<file path="config.mk">
export PLATFORM = sky130hd
export DESIGN_NAME = execute_stage
export DESIGN_NICKNAME = d
export VERILOG_FILES = /design/src/design/pat_pkg.sv /design/src/design/alu.sv /design/src/design/execute_stage.sv
export SDC_FILE = /design/constraint.sdc
export NUM_CORES = 1
export LEC_CHECK = 0
export BUFFER_PORTS_ARGS = -buffer_cell sky130_fd_sc_hd__buf_4
export CAP_MARGIN = 20
export CORE_UTILIZATION = 57
export DETAILED_ROUTE_END_ITERATION = 12
export PLACE_DENSITY = 0.88
export SLEW_MARGIN = 40
export SYNTH_ARGS = -nofsm -noshare
export SYNTH_HDL_FRONTEND = slang
export SYNTH_SLANG_ARGS = --single-unit
</file>
<file path="constraint.sdc">
create_clock -name clk -period 9.15 [get_ports clk]
set_input_delay 1.83 -clock clk [delete_from_list [all_inputs] [get_ports clk]]
set_output_delay 1.83 -clock clk [all_outputs]
set_load 0.05 [all_outputs]
</file>
<file path="src/design/pat_pkg.sv">
`default_nettype none

package pat_pkg;

	// ========================================================================
	// widths
	// ========================================================================
	localparam int instr_width     = 20;  // full instruction word
	localparam int data_width      = 8;   // accumulator / data memory width
	localparam int imem_addr_width = 10;  // 1024 program words
	localparam int dmem_addr_width = 8;   // 256 data bytes
	localparam int shift_width     = 3;   // shift amount field of i3 ops

	localparam logic [3:0] prefix_code = 4'b1111;  // escape into next opcode space

	typedef logic [instr_width-1:0]     instr_t;
	typedef logic [data_width-1:0]      data_t;
	typedef logic [imem_addr_width-1:0] imem_addr_t;
	typedef logic [dmem_addr_width-1:0] dmem_addr_t;

	// cond always, i8 prefix, i3 prefix, i0 nop
	localparam instr_t nop_word = 20'h00fff;

	// ========================================================================
	// opcode spaces
	// ========================================================================
	typedef enum logic [3:0] {
		op8_or   = 4'h0,
		op8_and  = 4'h1,
		op8_addm = 4'h2,
		op8_subm = 4'h3,
		op8_add  = 4'h4,
		op8_sub  = 4'h5,
		op8_ldi  = 4'h6,
		op8_ldm  = 4'h7,
		op8_bf   = 4'h8,
		op8_bb   = 4'h9,
		op8_stm  = 4'hb,
		op8_orm  = 4'hd,
		op8_andm = 4'he
	} op8_e;

	typedef enum logic [3:0] {
		op3_shl  = 4'h0,
		op3_shlo = 4'h1,
		op3_shr  = 4'h2,
		op3_asr  = 4'h3,
		op3_in   = 4'h5,
		op3_out  = 4'h8
	} op3_e;

	typedef enum logic [3:0] {
		op0_not  = 4'h0,
		op0_test = 4'h2,
		op0_nop  = 4'hf
	} op0_e;

	// code 3 is treated as always too
	typedef enum logic [1:0] {
		cond_always = 2'd0,
		cond_zero   = 2'd1,
		cond_neg    = 2'd2
	} cond_e;

	typedef enum logic [3:0] {
		alu_or,
		alu_and,
		alu_not,
		alu_add,
		alu_sub,
		alu_shl,
		alu_shlo,
		alu_shr,
		alu_asr,
		alu_pass_b
	} alu_op_e;

	// ========================================================================
	// pipeline payloads
	// ========================================================================
	typedef struct packed {
		instr_t     word;   // nop_word while not valid
		imem_addr_t pc;     // address the word came from
		logic       valid;
	} fetch_t;

	typedef struct packed {
		logic       valid;
		cond_e      cond;
		alu_op_e    alu_op;
		data_t      operand_b;      // immediate, shift amount or memory byte
		logic       writes_acc;
		logic       writes_mem;
		dmem_addr_t mem_addr;
		logic       is_branch;
		logic       branch_back;    // bb subtracts the offset
		data_t      branch_offset;  // unsigned
		logic       is_in;
		logic       is_out;
		logic       is_test;
		imem_addr_t pc;
	} decoded_t;

	typedef struct packed {
		logic       taken;
		imem_addr_t target;
	} redirect_t;

endpackage

`default_nettype wire

</file>
<file path="src/design/alu.sv">
`timescale 1ns/1ps
`default_nettype none

module alu import pat_pkg::*;
(
	input  alu_op_e i_op,
	input  data_t   i_a,   // accumulator
	input  data_t   i_b,   // operand
	output data_t   o_y
);

	logic [shift_width-1:0] amt;
	data_t                  fill;  // ones shifted in by shlo

	assign amt  = i_b[shift_width-1:0];
	assign fill = ~(data_t'('1) << amt);

	always_comb
	begin
		case (i_op)
			alu_or:     o_y = i_a | i_b;
			alu_and:    o_y = i_a & i_b;
			alu_not:    o_y = ~i_a;
			alu_add:    o_y = i_a + i_b;  // wraps mod 256
			alu_sub:    o_y = i_a - i_b;
			alu_shl:    o_y = i_a << amt;
			alu_shlo:   o_y = (i_a << amt) | fill;
			alu_shr:    o_y = i_a >> amt;
			alu_asr:    o_y = data_t'($signed(i_a) >>> amt);  // sign fills
			alu_pass_b: o_y = i_b;  // ldi / ldm
			default:    o_y = i_b;
		endcase
	end

endmodule

`default_nettype wire

</file>
<file path="src/design/execute_stage.sv">
`timescale 1ns/1ps
`default_nettype none

module execute_stage import pat_pkg::*;
(
	input  wire        clk,
	input  wire        reset,
	input  decoded_t   i_decoded,
	input  data_t      i_inputs,
	output redirect_t  o_redirect,
	output logic       o_dmem_write,
	output dmem_addr_t o_dmem_addr,
	output data_t      o_dmem_data,
	output data_t      o_outputs,
	output logic       o_out_valid
);

	data_t      acc;        // the accumulator
	logic       z_flag;
	logic       n_flag;
	logic       cond_true;
	logic       commit;     // valid and predicate holds
	data_t      alu_y;
	imem_addr_t offset;

	alu u_alu
	(
		.i_op (i_decoded.alu_op),
		.i_a  (acc),
		.i_b  (i_decoded.operand_b),
		.o_y  (alu_y)
	);

	// ========================================================================
	// predicate
	// ========================================================================
	always_comb
	begin
		case (i_decoded.cond)
			cond_zero: cond_true = z_flag;
			cond_neg:  cond_true = n_flag;
			default:   cond_true = 1'b1;  // always, and code 3
		endcase
	end

	assign commit = i_decoded.valid && cond_true;

	// branch target relative to the branch's own address
	assign offset            = imem_addr_t'(i_decoded.branch_offset);
	assign o_redirect.taken  = commit && i_decoded.is_branch;
	assign o_redirect.target = i_decoded.branch_back ? i_decoded.pc - offset
		: i_decoded.pc + offset;

	assign o_dmem_write = commit && i_decoded.writes_mem;  // stm
	assign o_dmem_addr  = i_decoded.mem_addr;
	assign o_dmem_data  = acc;

	// ========================================================================
	// architectural state
	// ========================================================================
	always_ff @(posedge clk)
	begin
		if (reset)
		begin
			acc         <= '0;
			z_flag      <= 1'b0;
			n_flag      <= 1'b0;
			o_outputs   <= '0;
			o_out_valid <= 1'b0;
		end
		else
		begin
			o_out_valid <= commit && i_decoded.is_out;  // one-cycle strobe
			if (commit && i_decoded.writes_acc)
				acc <= i_decoded.is_in ? i_inputs : alu_y;
			if (commit && i_decoded.is_test)
			begin
				z_flag <= (acc == '0);
				n_flag <= acc[data_width-1];
			end
			if (commit && i_decoded.is_out)
				o_outputs <= acc;  // held until next out
		end
	end

endmodule

`default_nettype wire

</file>
==> summary.txt <==
CP Max Fanout = 3
P per Cell Area = 109.8 nW/um^2
Final estimated routing congestion in global placement = 0.9745
Yosys cell types = 64
Cts hold-fix bufs = 0
Crit. End Element = primary output
Share of cells above drive strength 1 = 22.03%
Post-DP Area = 3523 sq um
Initial DRC count = 261
Die area = 5648 sq um
Register area = 380.4 sq um
Post-CTS setup buffer count = 0
Worst slack, placed = 3.077 ns
Largest family of logic cells by synthesized area = compound AO/OA/AOI/OAI gates
Placed insts = 520
Setup TNS = 0 ns
Crit path kind = input port to primary output
Setup crit start = i_decoded[16]
TritonCTS Buffers = 3
Number of flops mapped to enable cells by yosys = 0
RSZ-0062 raised after global routing = false
Avg Cell Area, Syn = 7.368 sq um
WL per Instance = 16.99 um
Vias in the first global route = 2997
Async set-or-reset flop fraction in the synthesized netlist = 0%
Initial Util = 59.35%
Via-per-instance ratio = 6.393
First-pass GRT wire length = 13980 um
Synth warnings = 0
DR pass1 iterations = 5
Net Count, Synth = 500
Total core area = 5140 sq um
I/O Pins = 95
Setup ws final = 3.057 ns
Clock latency on the worst-skew pair = 0.26 ns
CTS root buf = clkbuf_8
Worst-path clk slew = 0.07 ns
Dpl hpwl = 6617 um
Compound-cell area share of the yosys netlist = 28.01%
Post-synthesis mux area share = 9.639%
Min Hold Slack = 0.4578 ns
Post-route cell area = 3573 sq um
CTS resizes = 0
FF-to-FF path depth = 8
Max Transition Viols Final = 0
# rows = 26
CTS tree = done
Clk sink count = 19
Synth-to-layout area growth = 17.15%
Status = completed
Area taken by multi-input logic gates = 2374 sq um
Min-Delay Path Depth = 2
Min Tclk post-route = 6.093 ns
Synth Area in Simple Gates = 21.12%
Routed Antenna Nets = 0
Post-Synth Adder-Cell Area = 11.98%
FF-to-FF Start = o_dmem_data[0]
Chip Width = 75.16 um
Synth Instances = 414
Max-cap violations = 0
Overall routing resource usage = 31.85%
Initial antenna violation count = 0
Via count = 3350
Sequential-to-total area share from yosys stat = 12.47%
Critical Path Start Type = input port
Number of buffers added on ports = 78
Die height = 75.16 um
Final Hold Fails = 0
Grt ovf = 0
Fillers = 445
Clock Skews = 0.001262 ns
Mapped Area = 3050 sq um
# setup viols final = 0
Most common cell after layout, fill and taps aside = buf_4
Min-delay src = o_outputs[5]
Yosys reg bits = 19
Post-Route WL = 8902 um
Worst EP required = 7.32 ns
Pin count of the biggest net entering global routing = 29
Measured slew at the worst slew-check pin = 0.8248 ns
Slew headroom = 44.54%
Residual DRC count = 0
Hold crit path type = flop to flop
Nets@finish = 541
Non-Filler Instances = 524
Clock tree buffer depth = 2
Main synth FF type = dfxtp_1
Most frequent cells in the layout = buf_4 (78), a21oi_1 (45), nor2_1 (39), inv_1 (27), ha_1 (26)
Fmax = 164.1 MHz
H-tree Lvls = 1
Leakage Power = 1.476 nW
Post-Synth XOR/XNOR Area = 6.891%
Period Utilization, post-route = 66.59%
CP Data Arrival Time = 4.26 ns
Maximum vdd drop = 98.88 uV
Ant. Diodes = 0
sequential cells by signal, indices dropped and copies added, names as in the netlist:
| name | flops |
|---|---|
| n_flag | 1 |
| o_dmem_data | 8 |
| o_out_valid | 1 |
| o_outputs | 8 |
| z_flag | 1 |
where the power goes:
| part | total (mW) | internal [mW] | switching, mW | leakage (nW) |
|---|---|---|---|---|
| Clock | 0.0595 | 0.0310 | 0.0285 | 0.0228 |
| Combinational | 0.238 | 0.0914 | 0.146 | 1.30 |
| Sequential | 0.0952 | 0.0857 | 0.00951 | 0.154 |
| Total | 0.392 | 0.208 | 0.184 | 1.48 |
path summary, 6_finish.rpt:
check	endpoint	slack (ns)
max reg2reg	o_dmem_data[1]	6.59
min reg2reg	o_outputs[5]	0.46
min	o_outputs[5]	0.46
max	o_redirect[9]	3.06
metal layers:
metal	vias up	wire length, um	track usage (%)
li1	1585	-	-
met1	1570	3529	42.34
met2	177	4412	54.25
met3	18	791	4.150
met4	0	168	9.259
met5	-	0	0
cell type report:
type                       count  area share (%)
tap                           70           2.451
timing repair buffer          78           16.39
clock buffer                   4           1.261
sequential                    19           10.64
inverter                      27           2.836
multi-input combinational    326           66.42
worst max-delay path: stages:
cell	delay, ns
buf_4	0.12
nor2_1	0.17
nor4b_1	0.49
nor2_1	0.11
xnor2_1	0.15
ha_1	0.31
or2_2	0.28
a21oi_1	0.14
a21oi_1	0.08
a31oi_1	0.23
xnor2_1	0.14
buf_4	0.21
kinds of logic (layout without fill, tap and decap cells):
family,count (synthesis),count (layout)
compound gates,126,126
xor+xnor,24,24
fa+ha+maj,28,28
buf+inv,69,109
flops,19,19
mux,18,18
simple gates,130,130
cell usage after synthesis (all sizes together), types with 5 or more instances:
master,n,area share (%)
nor2b,6,1.2
clkbuf,27,3.4
a2111oi,5,1.4
a31oi,6,1.2
nor4,5,1.0
nor3,15,2.5
mux2i,8,2.6
nand2b,7,1.4
nand2,24,3.0
nor2,39,4.8
buf,15,3.2
inv,27,3.3
a21oi,46,7.9
mux4,9,6.6
xnor2,20,5.7
dfxtp,19,12
o21a,7,1.7
o31ai,5,1.2
nand3,12,2.0
a211oi,7,1.7
ha,26,11
o21ai,11,1.8
metrics by stage:
stage	power [mW]	utilization [%]
3_5_place_dp	0.3311	68.55
4_1_cts	0.3888	69.43
6_report	0.3923	69.52
2_1_floorplan	0.2728	-
5_1_grt	0.4133	69.52
3_3_place_gp	0.3251	68.55
Power figures use the tool's default switching activity.
