$ cat src/design/pat_pkg.sv
`default_nettype none

package pat_pkg;

	// ========================================================================
	// widths
	// ========================================================================
	localparam int instr_width     = 20;  // full instruction word
	localparam int data_width      = 8;   // accumulator / data memory width
	localparam int imem_addr_width = 10;  // 1024 program words
	localparam int dmem_addr_width = 8;   // 256 data bytes
	localparam int shift_width     = 3;   // shift amount field of i3 ops

	localparam logic [3:0] prefix_code = 4'b1111;  // escape into next opcode space

	typedef logic [instr_width-1:0]     instr_t;
	typedef logic [data_width-1:0]      data_t;
	typedef logic [imem_addr_width-1:0] imem_addr_t;
	typedef logic [dmem_addr_width-1:0] dmem_addr_t;

	// cond always, i8 prefix, i3 prefix, i0 nop
	localparam instr_t nop_word = 20'h00fff;

	// ========================================================================
	// opcode spaces
	// ========================================================================
	typedef enum logic [3:0] {
		op8_or   = 4'h0,
		op8_and  = 4'h1,
		op8_addm = 4'h2,
		op8_subm = 4'h3,
		op8_add  = 4'h4,
		op8_sub  = 4'h5,
		op8_ldi  = 4'h6,
		op8_ldm  = 4'h7,
		op8_bf   = 4'h8,
		op8_bb   = 4'h9,
		op8_stm  = 4'hb,
		op8_orm  = 4'hd,
		op8_andm = 4'he
	} op8_e;

	typedef enum logic [3:0] {
		op3_shl  = 4'h0,
		op3_shlo = 4'h1,
		op3_shr  = 4'h2,
		op3_asr  = 4'h3,
		op3_in   = 4'h5,
		op3_out  = 4'h8
	} op3_e;

	typedef enum logic [3:0] {
		op0_not  = 4'h0,
		op0_test = 4'h2,
		op0_nop  = 4'hf
	} op0_e;

	// code 3 is treated as always too
	typedef enum logic [1:0] {
		cond_always = 2'd0,
		cond_zero   = 2'd1,
		cond_neg    = 2'd2
	} cond_e;

	typedef enum logic [3:0] {
		alu_or,
		alu_and,
		alu_not,
		alu_add,
		alu_sub,
		alu_shl,
		alu_shlo,
		alu_shr,
		alu_asr,
		alu_pass_b
	} alu_op_e;

	// ========================================================================
	// pipeline payloads
	// ========================================================================
	typedef struct packed {
		instr_t     word;   // nop_word while not valid
		imem_addr_t pc;     // address the word came from
		logic       valid;
	} fetch_t;

	typedef struct packed {
		logic       valid;
		cond_e      cond;
		alu_op_e    alu_op;
		data_t      operand_b;      // immediate, shift amount or memory byte
		logic       writes_acc;
		logic       writes_mem;
		dmem_addr_t mem_addr;
		logic       is_branch;
		logic       branch_back;    // bb subtracts the offset
		data_t      branch_offset;  // unsigned
		logic       is_in;
		logic       is_out;
		logic       is_test;
		imem_addr_t pc;
	} decoded_t;

	typedef struct packed {
		logic       taken;
		imem_addr_t target;
	} redirect_t;

endpackage

`default_nettype wire

$ cat src/design/decoder.sv
`timescale 1ns/1ps
`default_nettype none

module decoder import pat_pkg::*;
(
	input  wire        clk,
	input  wire        reset,
	input  fetch_t     i_fetch,
	input  redirect_t  i_redirect,
	output dmem_addr_t o_dmem_addr,
	input  data_t      i_dmem_data,
	output decoded_t   o_decoded
);

	instr_t   word;
	data_t    imm;        // i8 immediate / address
	data_t    shift_amt;  // i3 amount zero extended
	logic     is_i8;
	logic     is_i3;
	decoded_t next;

	assign word      = i_fetch.word;
	assign imm       = word[data_width-1:0];
	assign shift_amt = data_t'(word[shift_width-1:0]);

	// i8 unless escaped, i3 unless escaped twice, else i0
	assign is_i8 = (word[11:8] != prefix_code);
	assign is_i3 = !is_i8 && (word[7:4] != prefix_code);

	assign o_dmem_addr = word[dmem_addr_width-1:0];  // operand read this cycle

	// ========================================================================
	// opcode classification
	// ========================================================================
	always_comb
	begin
		next               = '0;  // unknown and dropped ops write nothing
		next.valid         = i_fetch.valid && !i_redirect.taken;  // squash behind branch
		next.cond          = cond_e'(word[14:13]);
		next.operand_b     = imm;
		next.mem_addr      = word[dmem_addr_width-1:0];
		next.branch_offset = imm;
		next.pc            = i_fetch.pc;
		if (is_i8)
		begin
			case (op8_e'(word[11:8]))
				op8_or,
				op8_and,
				op8_add,
				op8_sub,
				op8_ldi:
				begin
					next.writes_acc = 1'b1;  // immediate operand
					case (op8_e'(word[11:8]))
						op8_or:   next.alu_op = alu_or;
						op8_and:  next.alu_op = alu_and;
						op8_add:  next.alu_op = alu_add;
						op8_sub:  next.alu_op = alu_sub;
						default:  next.alu_op = alu_pass_b;  // ldi
					endcase
				end
				op8_orm,
				op8_andm,
				op8_addm,
				op8_subm,
				op8_ldm:
				begin
					next.operand_b  = i_dmem_data;  // memory operand
					next.writes_acc = 1'b1;
					case (op8_e'(word[11:8]))
						op8_orm:  next.alu_op = alu_or;
						op8_andm: next.alu_op = alu_and;
						op8_addm: next.alu_op = alu_add;
						op8_subm: next.alu_op = alu_sub;
						default:  next.alu_op = alu_pass_b;  // ldm
					endcase
				end
				op8_bf:   next.is_branch = 1'b1;
				op8_bb:
				begin
					next.is_branch   = 1'b1;
					next.branch_back = 1'b1;
				end
				op8_stm:  next.writes_mem = 1'b1;
				default:  ;  // call, setsp
			endcase
		end
		else if (is_i3)
		begin
			next.operand_b = shift_amt;
			case (op3_e'(word[7:4]))
				op3_shl,
				op3_shlo,
				op3_shr,
				op3_asr:
				begin
					next.writes_acc = 1'b1;
					case (op3_e'(word[7:4]))
						op3_shl:  next.alu_op = alu_shl;
						op3_shlo: next.alu_op = alu_shlo;
						op3_shr:  next.alu_op = alu_shr;
						default:  next.alu_op = alu_asr;
					endcase
				end
				op3_in:
				begin
					next.is_in      = 1'b1;  // acc from the input port
					next.writes_acc = 1'b1;
				end
				op3_out:  next.is_out = 1'b1;
				default:  ;  // setb, incsp, decsp
			endcase
		end
		else
		begin
			case (op0_e'(word[3:0]))
				op0_not:
				begin
					next.alu_op     = alu_not;
					next.writes_acc = 1'b1;
				end
				op0_test: next.is_test = 1'b1;
				default:  ;  // nop, mov, return, stack ops
			endcase
		end
	end

	always_ff @(posedge clk)
	begin
		o_decoded <= next;
		if (reset)
			o_decoded.valid <= 1'b0;
	end

endmodule

`default_nettype wire

$ cat config.mk
export PLATFORM = sky130hd
export DESIGN_NAME = decoder
export DESIGN_NICKNAME = d
export VERILOG_FILES = /design/src/design/pat_pkg.sv /design/src/design/decoder.sv
export SDC_FILE = /design/constraint.sdc
export NUM_CORES = 1
export LEC_CHECK = 0
export ABC_AREA = 0
export BUFFER_PORTS_ARGS = -buffer_cell sky130_fd_sc_hd__buf_2
export CAP_MARGIN = 25
export CORE_MARGIN = 3
export CORE_UTILIZATION = 30
export DETAILED_ROUTE_END_ITERATION = 10
export GPL_TIMING_DRIVEN = 0
export PLACE_DENSITY = 0.68
export REMOVE_ABC_BUFFERS = 1
export SLEW_MARGIN = 20
export SYNTH_ARGS = -nofsm -noshare
export SYNTH_HDL_FRONTEND = slang
export SYNTH_SLANG_ARGS = --single-unit
export TNS_END_PERCENT = 100
$ cat constraint.sdc
create_clock -name clk -period 1.44 [get_ports clk]
set_input_delay 0.144 -clock clk [delete_from_list [all_inputs] [get_ports clk]]
set_output_delay 0.144 -clock clk [all_outputs]
set_load 0.01 [all_outputs]
==> reports/metrics.yaml, run 1 <==
worst_hold_path:
  hp-class: "in2reg"
  min_from: "i_redirect[10]"
worst_setup_path:
  cp-startpoint: "i_fetch[22]"
  setup.worst_path.start_class: "input port"
  crit_fanout: 12
  worst-setup-path-type: "in2reg"
  arrival_ns: 1.51
  end_kind: "flip-flop"
  worstPathRequired_ns: 1.64
floorplan:
  core_um2: 4140
  die_width_um: 72.7
  start_util_pct: 32.2
  die_h_um: 72.7
  num_rows: 23
  ios: 108
  dieArea_um2: 5280
route:
  wirelength_um: 3620
  postRouteAntennaNets: 0
  via_count: 1180
  post_drt_wl_per_cell_um: 13.7
  route.detailed.drc: 0
  first_iter_violations: 29
  first_pass_iters: 4
  via_per_inst: 4.49
sta:
  slew_violations: 0
  holdWs_ns: 0.0227
  rsz0062_at_grt: "false"
  worst_pin_slew_ns: 0.531
  finalWorstSetupSlack_ns: 0.130
  hold_viol_final: 0
  period_needed_ns: 1.31
  fmax_mhz: 763
  period_share_pct: 91.0
  tns_ns: 0
  relSlewSlack_pct: 64.5
  setup_viol: 0
cells_and_area:
  reg_top3: "o_decoded x40"
  fin_nets: 264
  drive_gt1_share_pct: 48.4
  largest_register_ffs: 40
  top_register: "o_decoded"
  mostFrequentLayoutCells: "buf_2 (91), dfxtp_1 (40), dlygate4sd3_1 (15), nand2_1 (7)"
  n_fill_cell: 408
  fin_cells: 263
  antennaDiodeCount: 0
  multi_input_area_um2: 370
  final_common_cell: "buf_2"
  area_delta_synth_final_pct: 45.9
  ff_latch_area_um2: 801
global_routing:
  overflow: 0
  grt_pass1_wl_um: 5640
  grt_pass1_vias: 1147
  grt_antenna_before_repair: 0
  grt_max_degree: 14
  grtUsageTotal_pct: 14.0
pwr:
  power_mw: 2.24
  power_leakage_nw: 0.956
  pwr_density_cell_nw_per_um2: 1150
  ir_drop_mv: 0.328
synthesis:
  avgSynthCellArea_um2: 11.1
  ys_types: 30
  ys_seq_area_share_pct: 60.0
  syn_inst: 120
  ys_ff_latch: 40
  netlist_area_um2: 1330
  yosysWarningCount: 0
job:
  max_cap_viol_count: 0
clock_network:
  cts_buffer_depth: 2
  cts_buffers: 5
  clkTransAtPathRegs_ns: 0.07
  post_cts_buffers: 0
  cts_tree: "built"
  cts.sink_count: 40
  h-tree-depth: 2
  clockRootBuffer: "clkbuf_8"
place:
  dpl.hpwl_um: 2580
  gp_congestion: 0.745
  port_buffers: 91
  place_ws_ns: -0.153
  dp_cells: 240
outcome:
  status: "finished clean"
[repair_timing]
action / 4_1_cts / 5_1_grt
resized for setup: 0 / 0
setup endpoints to repair: 0 / 0
hold buffers: 15 / 0
endpoints found under the hold margin: 15 / 0
[metrics by stage]
| stage | util [%] | area, um^2 |
|---|---|---|
| finish | 47.0 | 1950 |
| global route | 47.0 | 1950 |
| CTS | 47.0 | 1950 |
| detailed placement | 41.2 | 1710 |
| global placement | 41.2 | 1710 |
| floorplan | - | 1190 |
[critical path: stages]
cell	delay, ns
buf_2	0.20
nand4_1	0.46
or3_1	0.52
o221ai_1	0.18
[report_power, final]
part / internal [mW] / leakage [nW] / switching (mW)
Sequential: 1.17 / 0.335 / 0.0166
Clock: 0.337 / 0.0479 / 0.367
Combinational: 0.168 / 0.573 / 0.179
[layout make-up]
cell class / instances / area share [%]
tap: 50 / 3.22
multi-input combinational: 54 / 19.0
sequential: 40 / 41.2
clock inverter: 3 / 0.965
inverter: 5 / 0.965
clock buffer: 5 / 3.54
timing repair buffer: 106 / 31.1
[per-layer routing]
metal	GRT usage (%)	routed length, um	vias to the layer above
li1	-	-	573
met2	23.9	1730	72
met4	5.53	24	0
met3	4.82	421	2
met1	15.9	1440	533
met5	0	0	-
[cells in the mapped netlist]
| master | n | area [um^2] |
|---|---|---|
| or2b_1 | 1 | 7.51 |
| and3_1 | 1 | 6.26 |
| o31ai_1 | 1 | 7.51 |
| nand2b_1 | 1 | 6.26 |
| or3_1 | 2 | 12.5 |
| dfxtp_1 | 40 | 801 |
| clkbuf_1 | 3 | 11.3 |
| o221ai_1 | 2 | 17.5 |
| inv_2 | 1 | 3.75 |
| xor2_1 | 1 | 8.76 |
| nor2_1 | 5 | 18.8 |
| mux2_2 | 2 | 22.5 |
| xnor2_1 | 3 | 26.3 |
| nor3b_1 | 2 | 15.0 |
| buf_4 | 17 | 128 |
| nor3_1 | 3 | 15.0 |
| nor2b_1 | 1 | 6.26 |
| mux2i_1 | 5 | 50.1 |
| buf_2 | 1 | 5.00 |
| inv_1 | 4 | 15.0 |
| o21ai_0 | 3 | 15.0 |
| o32ai_4 | 1 | 27.5 |
| nor4_1 | 2 | 12.5 |
| o41ai_1 | 1 | 8.76 |
| nand2_1 | 7 | 26.3 |
| a21oi_1 | 5 | 25.0 |
| nand3_1 | 1 | 5.00 |
| o32ai_1 | 1 | 8.76 |
| nand4_1 | 2 | 12.5 |
| a22o_1 | 1 | 8.76 |
[cell families after synthesis]
| family | count (synthesis) | synth area share (%) |
|---|---|---|
| DFF | 40 | 60.0 |
| and+or+nand+nor | 28 | 10.8 |
| buffers and inverters | 26 | 12.2 |
| AOI/OAI and AO/OA | 15 | 8.91 |
| muxes | 7 | 5.44 |
| xor gates and xnor gates | 4 | 2.63 |
[path summary, 6_finish.rpt]
| kind | cells past startpoint | slack [ns] | endpoint |
|---|---|---|---|
| worst max-delay path | 4 | 0.13 | o_decoded[41] |
| worst min-delay path | 2 | 0.02 | o_decoded[47] |
Power figures use the tool's default switching activity.
==> inputs of run 2 (changes only) <==
- CORE_ASPECT_RATIO: not set -> 0.7
==> run 2 against run 1 <==
Clock power decreased by 2%. Highest routed layer unchanged. Sequential cell count unchanged. Critical path type unchanged. Non-clock buffer count unchanged.
==> reports/metrics.yaml, run 2 (synthesis gave the netlist of run 1 again) <==
cells_and_area:
  final_core_util_pct: 47.5
  drive_gt1_share_pct: 48.1
  antennaDiodeCount: 0
  ff_latch_area_um2: 801
  final_common_cell: "buf_2"
  largest_register_ffs: 40
  top_register: "o_decoded"
  n_fill_cell: 405
  fin_nets: 264
  area_delta_synth_final_pct: 45.6
  multi_input_area_um2: 370
  mostFrequentLayoutCells: "buf_2 (91), dfxtp_1 (40), dlygate4sd3_1 (15), nand2_1 (7)"
  reg_top3: "o_decoded x40"
route:
  postRouteAntennaNets: 0
  via_count: 1136
  wirelength_um: 3350
  first_pass_iters: 4
  route.detailed.drc: 0
  post_drt_wl_per_cell_um: 12.7
  via_per_inst: 4.30
  first_iter_violations: 46
worst_setup_path:
  end_kind: "flip-flop"
  worst-setup-path-type: "in2reg"
  setup.worst_path.start_class: "input port"
  crit_fanout: 12
  worstPathRequired_ns: 1.61
  arrival_ns: 1.45
pwr:
  ir_drop_mv: 0.718
  internal_power_mw: 1.67
  swShare_pct: 25.0
  power_leakage_nw: 0.948
  p_clk_share_pct: 31.0
  pwr-share-comb_pct: 15.5
  netSwitchingPower_mw: 0.555
  sequentialPowerShare_pct: 53.5
  pwr_density_cell_nw_per_um2: 1150
clock_network:
  cts_buffer_depth: 2
  cts.sink_count: 40
  cts_buffers: 5
  post_cts_buffers: 0
  cts_tree: "built"
  clockRootBuffer: "clkbuf_8"
  h-tree-depth: 2
  clkTransAtPathRegs_ns: 0.08
floorplan:
  start_util_pct: 32.6
  core_um2: 4090
  die_h_um: 61.8
  dieArea_um2: 5290
  die_width_um: 85.7
  num_rows: 19
  ios: 108
sta:
  tns_ns: 0
  period_needed_ns: 1.28
  hold_viol_final: 0
  rsz0062_at_grt: "false"
  period_share_pct: 88.7
  slew_violations: 0
  relSlewSlack_pct: 62.9
  fmax_mhz: 783
  setup_viol: 0
  worst_pin_slew_ns: 0.557
job:
  max_cap_viol_count: 0
place:
  port_buffers: 91
  gp_congestion: 0.732
  dpl.hpwl_um: 2490
global_routing:
  grt_pass1_vias: 976
  overflow: 0
  grt_antenna_before_repair: 0
  grtUsageTotal_pct: 11.4
  grt_max_degree: 13
  grt_pass1_wl_um: 4600
outcome:
  status: "finished clean"
worst_hold_path:
  hp-class: "in2reg"
run 2: cell count changes in the layout (fill, tap and decap cells not counted), sizes merged:
cell      change
clkinvlp      +1
clkinv        -2
run 2: through the flow:
step                      power [mW]  std cells  setup slack [ns]  area (um^2)  hold WS (ns)
after floorplan                 1.35         99             0.244         1190         0.172
after global placement          1.53        242            -0.158         1710         0.247
after detailed placement        1.53        242            -0.103         1710         0.248
after CTS                       2.25        264             0.189         1940        0.0114
after global routing            2.33        264            0.0572         1940        0.0113
final                           2.22        264             0.163         1940        0.0171
run 2: metal layers:
metal,vias up,GRT usage (%),part of all wire [%]
met1,520,13.7,41
met5,-,0,0
li1,571,-,-
met2,41,19.8,52
met4,0,2.48,0.69
met3,4,4.48,6.8
run 2: area by class of cell:
class	count	area share [%]
multi-input cells	54	19.1
clock inverters	2	0.644
clock buffers	5	3.54
flip-flops and latches	40	41.2
well taps	52	3.35
inverters	5	0.966
repair buffers	106	31.2
run 2: power groups by stage:
stage / logic, mW / clock network, mW / registers (mW)
5_1_grt: 0.377 / 0.757 / 1.20
6_report: 0.345 / 0.690 / 1.19
2_1_floorplan: 0.0838 / 0 / 1.26
3_3_place_gp: 0.313 / 0 / 1.21
3_5_place_dp: 0.315 / 0 / 1.22
4_1_cts: 0.347 / 0.709 / 1.19
run 2: worst paths after layout:
path | startpoint | to | slack, ns | depth (start not counted)
worst min-delay path | i_redirect[10] | o_decoded[47] | 0.02 | 2
worst max-delay path | i_fetch[22] | o_decoded[44] | 0.16 | 4
run 2: repair_timing:
| action | in CTS | in global routing |
|---|---|---|
| endpoints found under the setup margin | 0 | 0 |
| hold endpoints to repair | 15 | 0 |
| resized for setup | 0 | 0 |
| hold buffers | 15 | 0 |
run 2: critical path, stage by stage:
cell and delay [ns]:
buf_2 0.20, nand4_1 0.44, or3_1 0.50, o32ai_1 0.16
