[config.mk]
export PLATFORM = sky130hd
export DESIGN_NAME = fetch_unit
export DESIGN_NICKNAME = d
export VERILOG_FILES = /design/src/design/pat_pkg.sv /design/src/design/fetch_unit.sv
export SDC_FILE = /design/constraint.sdc
export NUM_CORES = 1
export LEC_CHECK = 0
export ABC_AREA = 1
export ABC_CLOCK_PERIOD_IN_PS = 1250
export BUFFER_PORTS_ARGS = -buffer_cell sky130_fd_sc_hd__buf_2
export CAP_MARGIN = 20
export CORE_AREA = 2 2 53 55
export DETAILED_ROUTE_END_ITERATION = 16
export DIE_AREA = 0 0 55 57
export PLACE_DENSITY = 0.86
export SYNTH_ARGS = -nofsm -noshare
export SYNTH_HDL_FRONTEND = slang
export SYNTH_SLANG_ARGS = --single-unit
[constraint.sdc]
create_clock -name clk -period 1.25 [get_ports clk]
set_input_delay 0.3125 -clock clk [delete_from_list [all_inputs] [get_ports clk]]
set_output_delay 0.3125 -clock clk [all_outputs]
set_load 0.1 [all_outputs]
[src/design/pat_pkg.sv]
`default_nettype none

package pat_pkg;

	// ========================================================================
	// widths
	// ========================================================================
	localparam int instr_width     = 20;  // full instruction word
	localparam int data_width      = 8;   // accumulator / data memory width
	localparam int imem_addr_width = 10;  // 1024 program words
	localparam int dmem_addr_width = 8;   // 256 data bytes
	localparam int shift_width     = 3;   // shift amount field of i3 ops

	localparam logic [3:0] prefix_code = 4'b1111;  // escape into next opcode space

	typedef logic [instr_width-1:0]     instr_t;
	typedef logic [data_width-1:0]      data_t;
	typedef logic [imem_addr_width-1:0] imem_addr_t;
	typedef logic [dmem_addr_width-1:0] dmem_addr_t;

	// cond always, i8 prefix, i3 prefix, i0 nop
	localparam instr_t nop_word = 20'h00fff;

	// ========================================================================
	// opcode spaces
	// ========================================================================
	typedef enum logic [3:0] {
		op8_or   = 4'h0,
		op8_and  = 4'h1,
		op8_addm = 4'h2,
		op8_subm = 4'h3,
		op8_add  = 4'h4,
		op8_sub  = 4'h5,
		op8_ldi  = 4'h6,
		op8_ldm  = 4'h7,
		op8_bf   = 4'h8,
		op8_bb   = 4'h9,
		op8_stm  = 4'hb,
		op8_orm  = 4'hd,
		op8_andm = 4'he
	} op8_e;

	typedef enum logic [3:0] {
		op3_shl  = 4'h0,
		op3_shlo = 4'h1,
		op3_shr  = 4'h2,
		op3_asr  = 4'h3,
		op3_in   = 4'h5,
		op3_out  = 4'h8
	} op3_e;

	typedef enum logic [3:0] {
		op0_not  = 4'h0,
		op0_test = 4'h2,
		op0_nop  = 4'hf
	} op0_e;

	// code 3 is treated as always too
	typedef enum logic [1:0] {
		cond_always = 2'd0,
		cond_zero   = 2'd1,
		cond_neg    = 2'd2
	} cond_e;

	typedef enum logic [3:0] {
		alu_or,
		alu_and,
		alu_not,
		alu_add,
		alu_sub,
		alu_shl,
		alu_shlo,
		alu_shr,
		alu_asr,
		alu_pass_b
	} alu_op_e;

	// ========================================================================
	// pipeline payloads
	// ========================================================================
	typedef struct packed {
		instr_t     word;   // nop_word while not valid
		imem_addr_t pc;     // address the word came from
		logic       valid;
	} fetch_t;

	typedef struct packed {
		logic       valid;
		cond_e      cond;
		alu_op_e    alu_op;
		data_t      operand_b;      // immediate, shift amount or memory byte
		logic       writes_acc;
		logic       writes_mem;
		dmem_addr_t mem_addr;
		logic       is_branch;
		logic       branch_back;    // bb subtracts the offset
		data_t      branch_offset;  // unsigned
		logic       is_in;
		logic       is_out;
		logic       is_test;
		imem_addr_t pc;
	} decoded_t;

	typedef struct packed {
		logic       taken;
		imem_addr_t target;
	} redirect_t;

endpackage

`default_nettype wire

[src/design/fetch_unit.sv]
`timescale 1ns/1ps
`default_nettype none

module fetch_unit import pat_pkg::*;
(
	input  wire        clk,
	input  wire        reset,
	input  redirect_t  i_redirect,
	output imem_addr_t o_read_addr,
	input  instr_t     i_read_data,
	output fetch_t     o_fetch
);

	imem_addr_t pc;          // address presented this cycle
	imem_addr_t fetch_pc;    // address of the word now arriving
	logic       fetch_valid; // arriving word still wanted

	assign o_read_addr = pc;

	// ========================================================================
	// program counter
	// ========================================================================
	always_ff @(posedge clk)
	begin
		if (reset)
		begin
			pc          <= '0;
			fetch_valid <= 1'b0;  // nothing in flight on the first cycle
		end
		else if (i_redirect.taken)
		begin
			pc          <= i_redirect.target;
			fetch_valid <= 1'b0;  // word read at the old pc is dropped
		end
		else
		begin
			pc          <= pc + imem_addr_t'(1);
			fetch_valid <= 1'b1;
		end
	end

	always_ff @(posedge clk)
	begin
		fetch_pc <= pc;  // tracks the registered memory read
	end

	always_comb
	begin
		o_fetch.word  = fetch_valid ? i_read_data : nop_word;  // bubble reads as nop
		o_fetch.pc    = fetch_pc;
		o_fetch.valid = fetch_valid;
	end

endmodule

`default_nettype wire

==> flow_summary_export.csv, run 1 <==
group,metric,value,unit
die,chipWidth,55,um
detailed_routing,ant_nets,0,
die,dieArea,3140,um^2
yosys,ys_types,18,
detailed_routing,wl,3040,um
yosys,synthCells,144,
placement,dp_hpwl,2420,um
cts,htree_levels,1,
worst_setup_path,critPathRequiredTime,940,ps
layout,final_common_cell,"buf_12",
timing,timing.final.ws_setup,-239,ps
worst_setup_path,setup.worst_path.class,"reg2out",
run_status,violations,"setup timing",
yosys,synthesis.nets,178,
layout,diodes,0,
worst_setup_path,arrival,1180,ps
layout,n_fill_cell,146,
global_routing,overflow,0,
die,core_area,2620,um^2
placement,routabilityCongestion,0.696,
cts,cts.clk_slew.worst_paths,100,ps
worst_setup_path,crit_path_top_delay_cell,"dfxtp_4",
worst_setup_path,timing.rr.end,"o_read_addr[8]",
layout,multi_input_area,485,um^2
min_path,hold_path.class,"in2reg",
worst_setup_path,critPathMaxStageDelay,380,ps
timing,finalCritPeriodShare,1.19,
detailed_routing,first_pass_iters,4,
global_routing,grt_max_degree,17,
timing,skew,6.01,ps
cts,root_buffer,"clkbuf_4",
yosys,synth_seq_cells,21,
cts,cts_tree,"built",
timing,tightestPinTransition,250,ps
worst_setup_path,worst-path-max-fanout,11,
cts,clockBufferDepth,2,
pwr,ir_drop,0.000852,V
layout,layout-drive-gt1-share,0.564,
worst_setup_path,cp-start-kind,"register",
timing,rsz0062_at_grt,"true",
cts,numCtsBuffers,3,
yosys,synth.cell_area,967,um^2
worst_setup_path,rr_worst_depth,8,
cts,cts_sinks,21,
pwr,powerDensity,991,nW/um^2
worst_setup_path,cp_cell_sequence,"buf_12 -> nand2_2 -> clkinvlp_4 -> buf_12",
worst_setup_path,worstReg2RegStart,"o_read_addr[0]",
die,placementRows,19,
detailed_routing,wl_per_cell,12.2,um
die,fp.dieH,57,um
layout,area_delta_synth_final,128,%
cts,clk_latency,290,ps
worst_setup_path,timing.critical_path.mode_cell,"buf_12",
detailed_routing,drt_iter0_drc,21,
global_routing,grt_pass1_wl,4780,um
layout,nets,253,
global_routing,antenna_found_initial,0,
yosys,yosysWarnings,0,
job,drv_cap,0,
timing,hold_slack,257,ps
min_path,holdPathStages,3,
worst_setup_path,crit_buf_inv,3,
pwr,p_leak,1.06,nW
worst_setup_path,cp.depth,4,
yosys,avgSynthCellArea,6.72,um^2
worst_setup_path,crit_start,"fetch_valid",
cts,cts.hold.buffers_added,0,
die,start_util,0.370,
global_routing,grt_pass1_vias,1109,
layout,layout_common_cells,"42 x buf_12, 32 x buf_2, 27 x inv_1, 20 x nand2_1, 19 x nor2_1",
timing,hold_viol,0,
timing,clock.fmax,0.672,GHz
worst_setup_path,endpoint,"o_fetch[23]",
die,io_pins,74,
timing,slew_headroom,0.833,
placement,portBuffers,73,
global_routing,grt_usage,0.204,
timing,fin_crit,1490,ps
detailed_routing,avgViaCountPerCell,4.43,
run_status,status,"finished with violations",
yosys,ys_seq_area_frac,0.435,
placement,dpl_worst_slack,45.7,ps
detailed_routing,via_count,1104,
worst_setup_path,worst_path_dominant_cell_family,"buffers and inverters",
timing,slew_violations,0,
layout,regArea,457,um^2
worst_setup_path,crit_path_end_kind,"primary output",
detailed_routing,drc,0,
timing,setup_viol,21,
worst_setup_path,r2r_slack,110,ps
where the power goes:
group	internal, W	total [W]	switching [W]
Clock	0.000124	0.000309	0.000185
Sequential	0.000716	0.000788	0.0000718
Combinational	0.000382	0.00108	0.000703
synthesized netlist by cell type:
| master | instances | area, um^2 |
|---|---|---|
| ha_1 | 1 | 12.5 |
| nand3_2 | 2 | 20.0 |
| nor2_4 | 1 | 11.3 |
| clkbuf_1 | 2 | 7.51 |
| a21oi_1 | 1 | 5.00 |
| nor2_2 | 1 | 6.26 |
| nand2_1 | 40 | 150 |
| inv_2 | 1 | 3.75 |
| inv_1 | 35 | 131 |
| a211oi_1 | 1 | 7.51 |
| xnor2_1 | 2 | 17.5 |
| buf_4 | 2 | 15.0 |
| xor2_1 | 1 | 8.76 |
| nand3_1 | 8 | 40.0 |
| nor2_1 | 19 | 71.3 |
| clkbuf_8 | 1 | 13.8 |
| o21ai_0 | 5 | 25.0 |
| dfxtp_1 | 21 | 420 |
registers in the layout (all words and copies together), names as in the netlist:
register     count
fetch_pc        10
o_read_addr     10
fetch_valid      1
stage by stage:
stage                     setup TNS (ps)  std cells  utilization  power, W  cell area, um^2
after floorplan                    -1050        144            -   0.00145             1110
after global placement                 0        244        0.807   0.00185             2110
after detailed placement               0        244        0.807   0.00187             2110
after CTS                          -3920        249        0.835   0.00220             2180
after global routing               -4580        249        0.842   0.00226             2200
final                              -3640        249        0.842   0.00218             2200
metal layers:
metal,vias to the layer above,global-route usage,routed length [um]
met2,51,0.389,1570
met3,2,0.0550,378
met4,0,0.0314,7
met5,-,0,0
li1,567,-,-
met1,484,0.219,1080
worst min-delay path, stage by stage:
cell and delay (ps):
buf_2 90, nand2_1 50, a21oi_1 50
kinds of logic (layout without fill, tap and decap cells):
logic type                 after synthesis  in the layout  share of synthesized area
and+or+nand+nor                         71             71                      0.309
buffers and inverters                   41            115                      0.177
DFF                                     21             21                      0.435
AOI/OAI and AO/OA                        7              7                     0.0388
xor gates and xnor gates                 3              3                     0.0272
adders and majority gates                1              1                     0.0129
how the worst min path moves through the flow:
stage	to	start
final	o_read_addr[1]	i_redirect[1]
after global routing	fetch_valid	i_redirect[10]
after CTS	fetch_valid	i_redirect[10]
after detailed placement	fetch_pc[9]	o_read_addr[9]
after global placement	fetch_pc[9]	o_read_addr[9]
after floorplan	fetch_valid	i_redirect[10]
what timing repair did:
item                                    in CTS  in global routing
endpoints found under the setup margin      21                 22
setup buffers                                0                  0
cloned                                       1                  0
resized for setup                            6                  3
final cells by class:
class / instances / area share
Timing Repair Buffer: 75 / 0.467
Multi-Input combinational cell: 82 / 0.221
Sequential cell: 21 / 0.208
Inverter: 36 / 0.0750
Tap cell: 31 / 0.0176
Clock buffer: 4 / 0.0119
Power figures use the tool's default switching activity.
==> inputs of run 2 (changes only) <==
CELL_PAD_IN_SITES_DETAIL_PLACEMENT = 0   (was default)
CELL_PAD_IN_SITES_GLOBAL_PLACEMENT = 1   (was default)
CORE_AREA = 2 2 66 68   (was 2 2 53 55)
DIE_AREA = 0 0 68 70   (was 0 0 55 57)
PLACE_DENSITY = 0.85   (was 0.86)
==> run 2 against run 1 <==
The run still ends with setup timing left. Die area is 52% higher. Register-to-register slack worse by 20 ps. Wire length shrank 14%. Sequential cell count stayed put. Cell area up 1.4%. Worst hold slack better by 41 ps. Global-route usage is 8.9 points lower. Critical path type unchanged. Critical endpoint is now o_fetch[24]. Largest cell class unchanged. Highest routed layer unchanged.
==> flow_summary_export.csv, run 2 (synthesis results as in run 1) <==
group,metric,value,unit
cts,postCtsSetupBuffers,0,
die,core_area,4140,um^2
run_status,violations,"setup timing",
timing,timing.final.ws_setup,-162,ps
cts,cts_tree,"built",
placement,routabilityCongestion,0.713,
worst_setup_path,crit_path_end_kind,"primary output",
timing,skew,8.09,ps
min_path,holdPathStages,3,
timing,hold_slack,298,ps
die,dieArea,4760,um^2
layout,final_common_cell,"buf_12",
worst_setup_path,worst-path-max-fanout,10,
worst_setup_path,setup.worst_path.class,"reg2out",
cts,cts_sinks,21,
timing,clock.fmax,0.708,GHz
die,io_pins,74,
layout,layout-drive-gt1-share,0.571,
cts,clk_latency,260,ps
timing,finalCritPeriodShare,1.13,
min_path,hold_path.class,"in2reg",
cts,cts.hold.buffers_added,0,
detailed_routing,wl_per_cell,9.65,um
cts,clockBufferDepth,2,
worst_setup_path,timing.rr.end,"o_read_addr[8]",
detailed_routing,first_pass_iters,4,
pwr,switching_share,0.426,
die,fp.dieH,70,um
timing,slew_violations,0,
pwr,comb_power_share,0.467,
min_path,min_from,"i_redirect[1]",
worst_setup_path,critPathMaxStageDelay,360,ps
timing,slew_headroom,0.824,
pwr,powerDensity,1030,nW/um^2
worst_setup_path,crit_buf_inv,3,
job,drv_cap,0,
layout,nets,254,
timing,tightestPinTransition,264,ps
pwr,p_seq_frac,0.342,
layout,layout_common_cells,"42 x buf_12, 32 x buf_2, 27 x inv_1, 20 x nand2_1, 19 x nor2_1",
die,chipWidth,68,um
global_routing,antenna_found_initial,0,
pwr,pwr-share-clk,0.191,
worst_setup_path,critPathRequiredTime,940,ps
worst_setup_path,timing.critical_path.mode_cell,"buf_12",
worst_setup_path,rr_worst_depth,8,
timing,hold_viol,0,
layout,diodes,0,
pwr,p_int,0.00131,W
pwr,ir_drop,0.000583,V
cts,numCtsBuffers,3,
detailed_routing,via_count,1075,
timing,fin_crit,1410,ps
die,start_util,0.233,
timing,rsz0062_at_grt,"true",
timing,setup_viol,21,
worst_setup_path,crit_path_top_delay_cell,"dfxtp_4",
placement,dp_hpwl,2190,um
worst_setup_path,r2r_slack,90,ps
cts,cts_resized,2,
detailed_routing,drc,0,
global_routing,grt_usage,0.115,
worst_setup_path,worstReg2RegStart,"o_read_addr[0]",
global_routing,grt_pass1_wl,4370,um
min_path,holdPathEnd,"o_read_addr[1]",
layout,n_fill_cell,379,
worst_setup_path,worst_path_dominant_cell_family,"buffers and inverters",
cts,root_buffer,"clkbuf_8",
pwr,p_leak,1.07,nW
cts,cts.clk_slew.worst_paths,70,ps
run_status,status,"finished with violations",
worst_setup_path,arrival,1100,ps
pwr,power.switching,0.000977,W
detailed_routing,avgViaCountPerCell,3.97,
detailed_routing,wl,2620,um
detailed_routing,drt_iter0_drc,18,
detailed_routing,ant_nets,0,
global_routing,grt_pass1_vias,1033,
die,placementRows,24,
layout,area_delta_synth_final,131,%
worst_setup_path,cp-start-kind,"register",
placement,portBuffers,73,
placement,dpl_worst_slack,29.4,ps
global_routing,overflow,0,
worst_setup_path,cp_cell_sequence,"buf_12 -> nand2_2 -> clkinvlp_4 -> buf_12",
global_routing,grt_max_degree,17,
cts,htree_levels,1,
## run 2: tightest hold or removal path, stage by stage
cell,delay [ps]
buf_2,100
nand2_1,50
a21oi_1,50
## run 2: power by group through the flow
stage | clock (W) | sequential [W] | combinational, W
final | 0.000437 | 0.000785 | 0.00107
after global placement | 0 | 0.000800 | 0.00106
after global routing | 0.000478 | 0.000794 | 0.00111
after floorplan | 0 | 0.00111 | 0.000337
after detailed placement | 0 | 0.000802 | 0.00107
after CTS | 0.000452 | 0.000788 | 0.00107
## run 2: worst max-delay path by stage
stage | depth (start not counted) | from | endpoint | slack (ps)
after detailed placement | 3 | fetch_valid | o_fetch[19] | 30
after floorplan | 2 | fetch_valid | o_fetch[16] | -90
after global routing | 4 | fetch_valid | o_fetch[24] | -200
after global placement | 3 | fetch_valid | o_fetch[18] | 70
final | 4 | fetch_valid | o_fetch[24] | -160
after CTS | 4 | fetch_valid | o_fetch[28] | -170
## run 2: stage by stage
| step | total power, W | utilization | instances | instance area, um^2 | TNS, ps |
|---|---|---|---|---|---|
| 6_report | 0.00229 | 0.538 | 271 | 2230 | -2330 |
| 5_1_grt | 0.00238 | 0.538 | 271 | 2230 | -3200 |
| 4_1_cts | 0.00231 | 0.532 | 271 | 2200 | -2720 |
| 3_5_place_dp | 0.00187 | 0.519 | 267 | 2150 | 0 |
| 3_3_place_gp | 0.00186 | 0.519 | 267 | 2150 | 0 |
| 2_1_floorplan | 0.00145 | - | 144 | 1110 | -1050 |
## run 2: area by class of cell
type	count	area, um^2	area share
clock buffer	3	41.3	0.0185
clock inverter	1	5.00	0.00224
inverter	36	165	0.0740
multi-input combinational	82	478	0.214
sequential	21	457	0.205
tap	52	65.1	0.0292
timing repair buffer	76	1020	0.457
## run 2: routing by layer
metal | wire [um] | track usage | part of all wire
met3 | 308 | 0.0290 | 0.12
met2 | 1250 | 0.210 | 0.48
met4 | 23 | 0.0400 | 0.0088
met1 | 1030 | 0.124 | 0.39
met5 | 0 | 0 | 0
==> inputs of run 3 (changes only) <==
ABC_AREA = default   (was 1)
CORE_AREA = 2 2 63 65   (was 2 2 66 68)
DIE_AREA = 0 0 65 67   (was 0 0 68 70)
GPL_ROUTABILITY_DRIVEN = 0   (was default)
PLACE_DENSITY = 0.84   (was 0.85)
REMOVE_ABC_BUFFERS = 1   (was default)
==> run 3 against run 2 <==
The run still ends with setup timing left. Register-to-register slack lost 140 ps. Wire length up 37%. Core utilization is 13 points higher. Die area is 8.5% lower. Fmax fell by 0.89%. Clock skew fell by 2.9 ps. Sequential power fell by 2%. Setup slack lost 13 ps. Global-route usage grew 2.7 points. Worst hold slack improved by 6.8 ps. First-iteration DRC count rose by 110%. Combinational power up 9%. Critical path type unchanged. Largest cell class unchanged. Largest power group unchanged.
==> flow_summary_export.csv, run 3 <==
group,metric,value,unit
global_routing,grt_pass1_vias,1003,
die,dieArea,4360,um^2
run_status,status,"finished with violations",
die,core_area,3610,um^2
yosys,synthFlopType,"dfxtp_1",
timing,setup_viol,25,
worst_setup_path,cp_cell_sequence,"buf_6 -> and2_4 -> buf_12",
pwr,ir_drop,0.000451,V
worst_setup_path,crit_buf_inv,2,
timing,timing.final.ws_setup,-175,ps
run_status,violations,"setup timing",
yosys,synthTopCellsByArea,"dfxtp_1 48%, nand2b_1 9.2%, and2_1 5.7%, nor2_1 3.8%, xor2_1 3.0%",
worst_setup_path,timing.rr.end,"o_read_addr[8]",
cts,cts_tree,"built",
timing,hold_viol,0,
timing,slew_headroom,0.801,
worst_setup_path,worstReg2RegStart,"o_read_addr[1]",
cts,cts_sinks,21,
cts,clk_latency,260,ps
yosys,synth-edff-count,0,
cts,cts.hold.buffers_added,0,
die,chipWidth,65,um
timing,fin_crit,1420,ps
layout,n_fill_cell,243,
detailed_routing,ant_nets,0,
die,placementRows,22,
worst_setup_path,critPathMaxStageDelay,410,ps
cts,numCtsBuffers,3,
min_path,min_from,"i_redirect[1]",
yosys,ys_types,26,
yosys,synthCells,96,
die,fp.dieH,67,um
layout,finalNonFillerCells,242,
placement,dp_hpwl,2500,um
pwr,power.switching,0.000976,W
worst_setup_path,crit_path_top_delay_cell,"dfxtp_4",
yosys,yosysTopAreaCell,"dfxtp_1",
die,io_pins,74,
detailed_routing,drc,0,
global_routing,overflow,0,
worst_setup_path,setup.worst_path.class,"reg2out",
detailed_routing,drt_iter0_drc,37,
global_routing,grt_max_degree,14,
detailed_routing,wl,3580,um
pwr,powerDensity,989,nW/um^2
layout,area_delta_synth_final,173,%
detailed_routing,wl_per_cell,14.8,um
yosys,netlist.area_leader.share,0.477,
timing,skew,5.14,ps
placement,portBuffers,73,
layout,final_common_cell,"buf_12",
detailed_routing,via_count,1093,
min_path,hold_path.class,"in2reg",
yosys,ys_seq_area_frac,0.477,
die,start_util,0.245,
worst_setup_path,crit_path_end_kind,"primary output",
job,drv_cap,0,
yosys,synth_commonest_cells,"21 x dfxtp_1, 13 x nand2b_1, 9 x nor2_1, 8 x and2_1",
layout,layout-drive-gt1-share,0.722,
cts,cts.clk_slew.worst_paths,70,ps
global_routing,antenna_found_initial,0,
layout,final_util,0.668,
yosys,avgSynthCellArea,9.19,um^2
worst_setup_path,critPathRequiredTime,940,ps
cts,root_buffer,"clkbuf_8",
worst_setup_path,worst-path-max-fanout,7,
layout,diodes,0,
timing,tightestPinTransition,298,ps
global_routing,grt_pass1_wl,4690,um
pwr,switching_share,0.410,
worst_setup_path,worst_path_dominant_cell_family,"flip-flops",
yosys,yosysWarnings,0,
layout,layout_common_cells,"42 x buf_12, 32 x buf_2, 14 x buf_6, 12 x nand2b_4",
yosys,synth.most_common_cell,"dfxtp_1",
cts,clockBufferDepth,2,
layout,nets,229,
pwr,pwr-share-clk,0.187,
min_path,holdPathEnd,"o_read_addr[1]",
pwr,p_leak,1.08,nW
pwr,p_int,0.00140,W
detailed_routing,avgViaCountPerCell,4.52,
timing,clock.fmax,0.702,GHz
yosys,synth.cell_area,882,um^2
global_routing,grt_usage,0.142,
timing,rsz0062_at_grt,"true",
worst_setup_path,arrival,1110,ps
cts,htree_levels,1,
placement,dp.cells,229,
worst_setup_path,rr_worst_depth,4,
min_path,holdPathStages,3,
yosys,async_reset_ff_frac,0,
timing,slew_violations,0,
timing,setup_tns,-3030,ps
timing,finalCritPeriodShare,1.14,
worst_setup_path,r2r_slack,-50,ps
yosys,synth_seq_cells,21,
pwr,p_seq_frac,0.322,
detailed_routing,first_pass_iters,3,
worst_setup_path,cp-start-kind,"register",
pwr,comb_power_share,0.490,
run 3: cell count changes after synthesis, moves of 3 or more:
cell,before,now
nor2_1,19,9
inv_1,35,3
nand2b_1,0,13
nand3_1,8,5
and2_1,0,8
nand2_1,40,5
run 3: cell type report:
type	instances	area (um^2)	area share
Timing Repair Buffer	100	1270	0.526
Multi-Input combinational cell	66	574	0.239
Sequential cell	21	450	0.187
Tap cell	48	60.1	0.0249
Clock buffer	4	45.0	0.0187
Inverter	3	11.3	0.00468
run 3: worst max path at each step:
stage	startpoint	end	slack (ps)	depth (start not counted)
2_1_floorplan	fetch_valid	o_fetch[11]	-1160	1
3_3_place_gp	o_read_addr[4]	o_read_addr[8]	20	3
3_5_place_dp	o_read_addr[4]	o_read_addr[8]	-20	3
4_1_cts	fetch_valid	o_fetch[27]	-150	3
5_1_grt	fetch_valid	o_fetch[23]	-200	3
6_report	fetch_valid	o_fetch[23]	-170	3
run 3: power by group through the flow:
stage                     sequential (W)  clock [W]  combinational (W)
final                           0.000767   0.000446            0.00117
after floorplan                  0.00111          0           0.000257
after detailed placement        0.000776          0            0.00106
after global placement          0.000774          0            0.00105
after CTS                       0.000768   0.000451            0.00110
after global routing            0.000772   0.000480            0.00120
run 3: kinds of logic (layout without fill, tap and decap cells):
logic type / after synthesis / after routing / synth area share
adders and majority gates: 1 / 1 / 0.0142
DFF: 21 / 21 / 0.477
AOI/OAI and AO/OA: 15 / 15 / 0.119
xor gates and xnor gates: 3 / 3 / 0.0298
buffers and inverters: 9 / 107 / 0.0454
muxes: 1 / 1 / 0.0113
and+or+nand+nor: 46 / 46 / 0.304
run 3: per-layer routing:
layer / share of wire / global-route usage
met2: 0.51 / 0.260
met3: 0.094 / 0.0422
met4: 0.018 / 0.0798
met1: 0.37 / 0.144
met5: 0 / 0
run 3: worst register-to-register path, delay by kind of cell (launching register included):
kind	cells	cell delay, ps
AOI/OAI and AO/OA	1	250
and+or+nand+nor	2	450
DFF	1	370
adders and majority gates	1	150
run 3: per-stage QoR:
step	total power, W	cell area (um^2)	setup WS, ps	hold slack (ps)
after floorplan	0.00137	853	-1160	382
after detailed placement	0.00184	2040	-16.8	411
after CTS	0.00232	2200	-153	299
final	0.00238	2410	-175	305
after global placement	0.00183	2040	19.9	403
after global routing	0.00245	2410	-200	308
run 3: timing repair:
item	CTS	global route
gates resized for setup	28	30
cloned	0	1
pin swaps	1	7
setup buffers	4	4
setup endpoints to repair	33	33
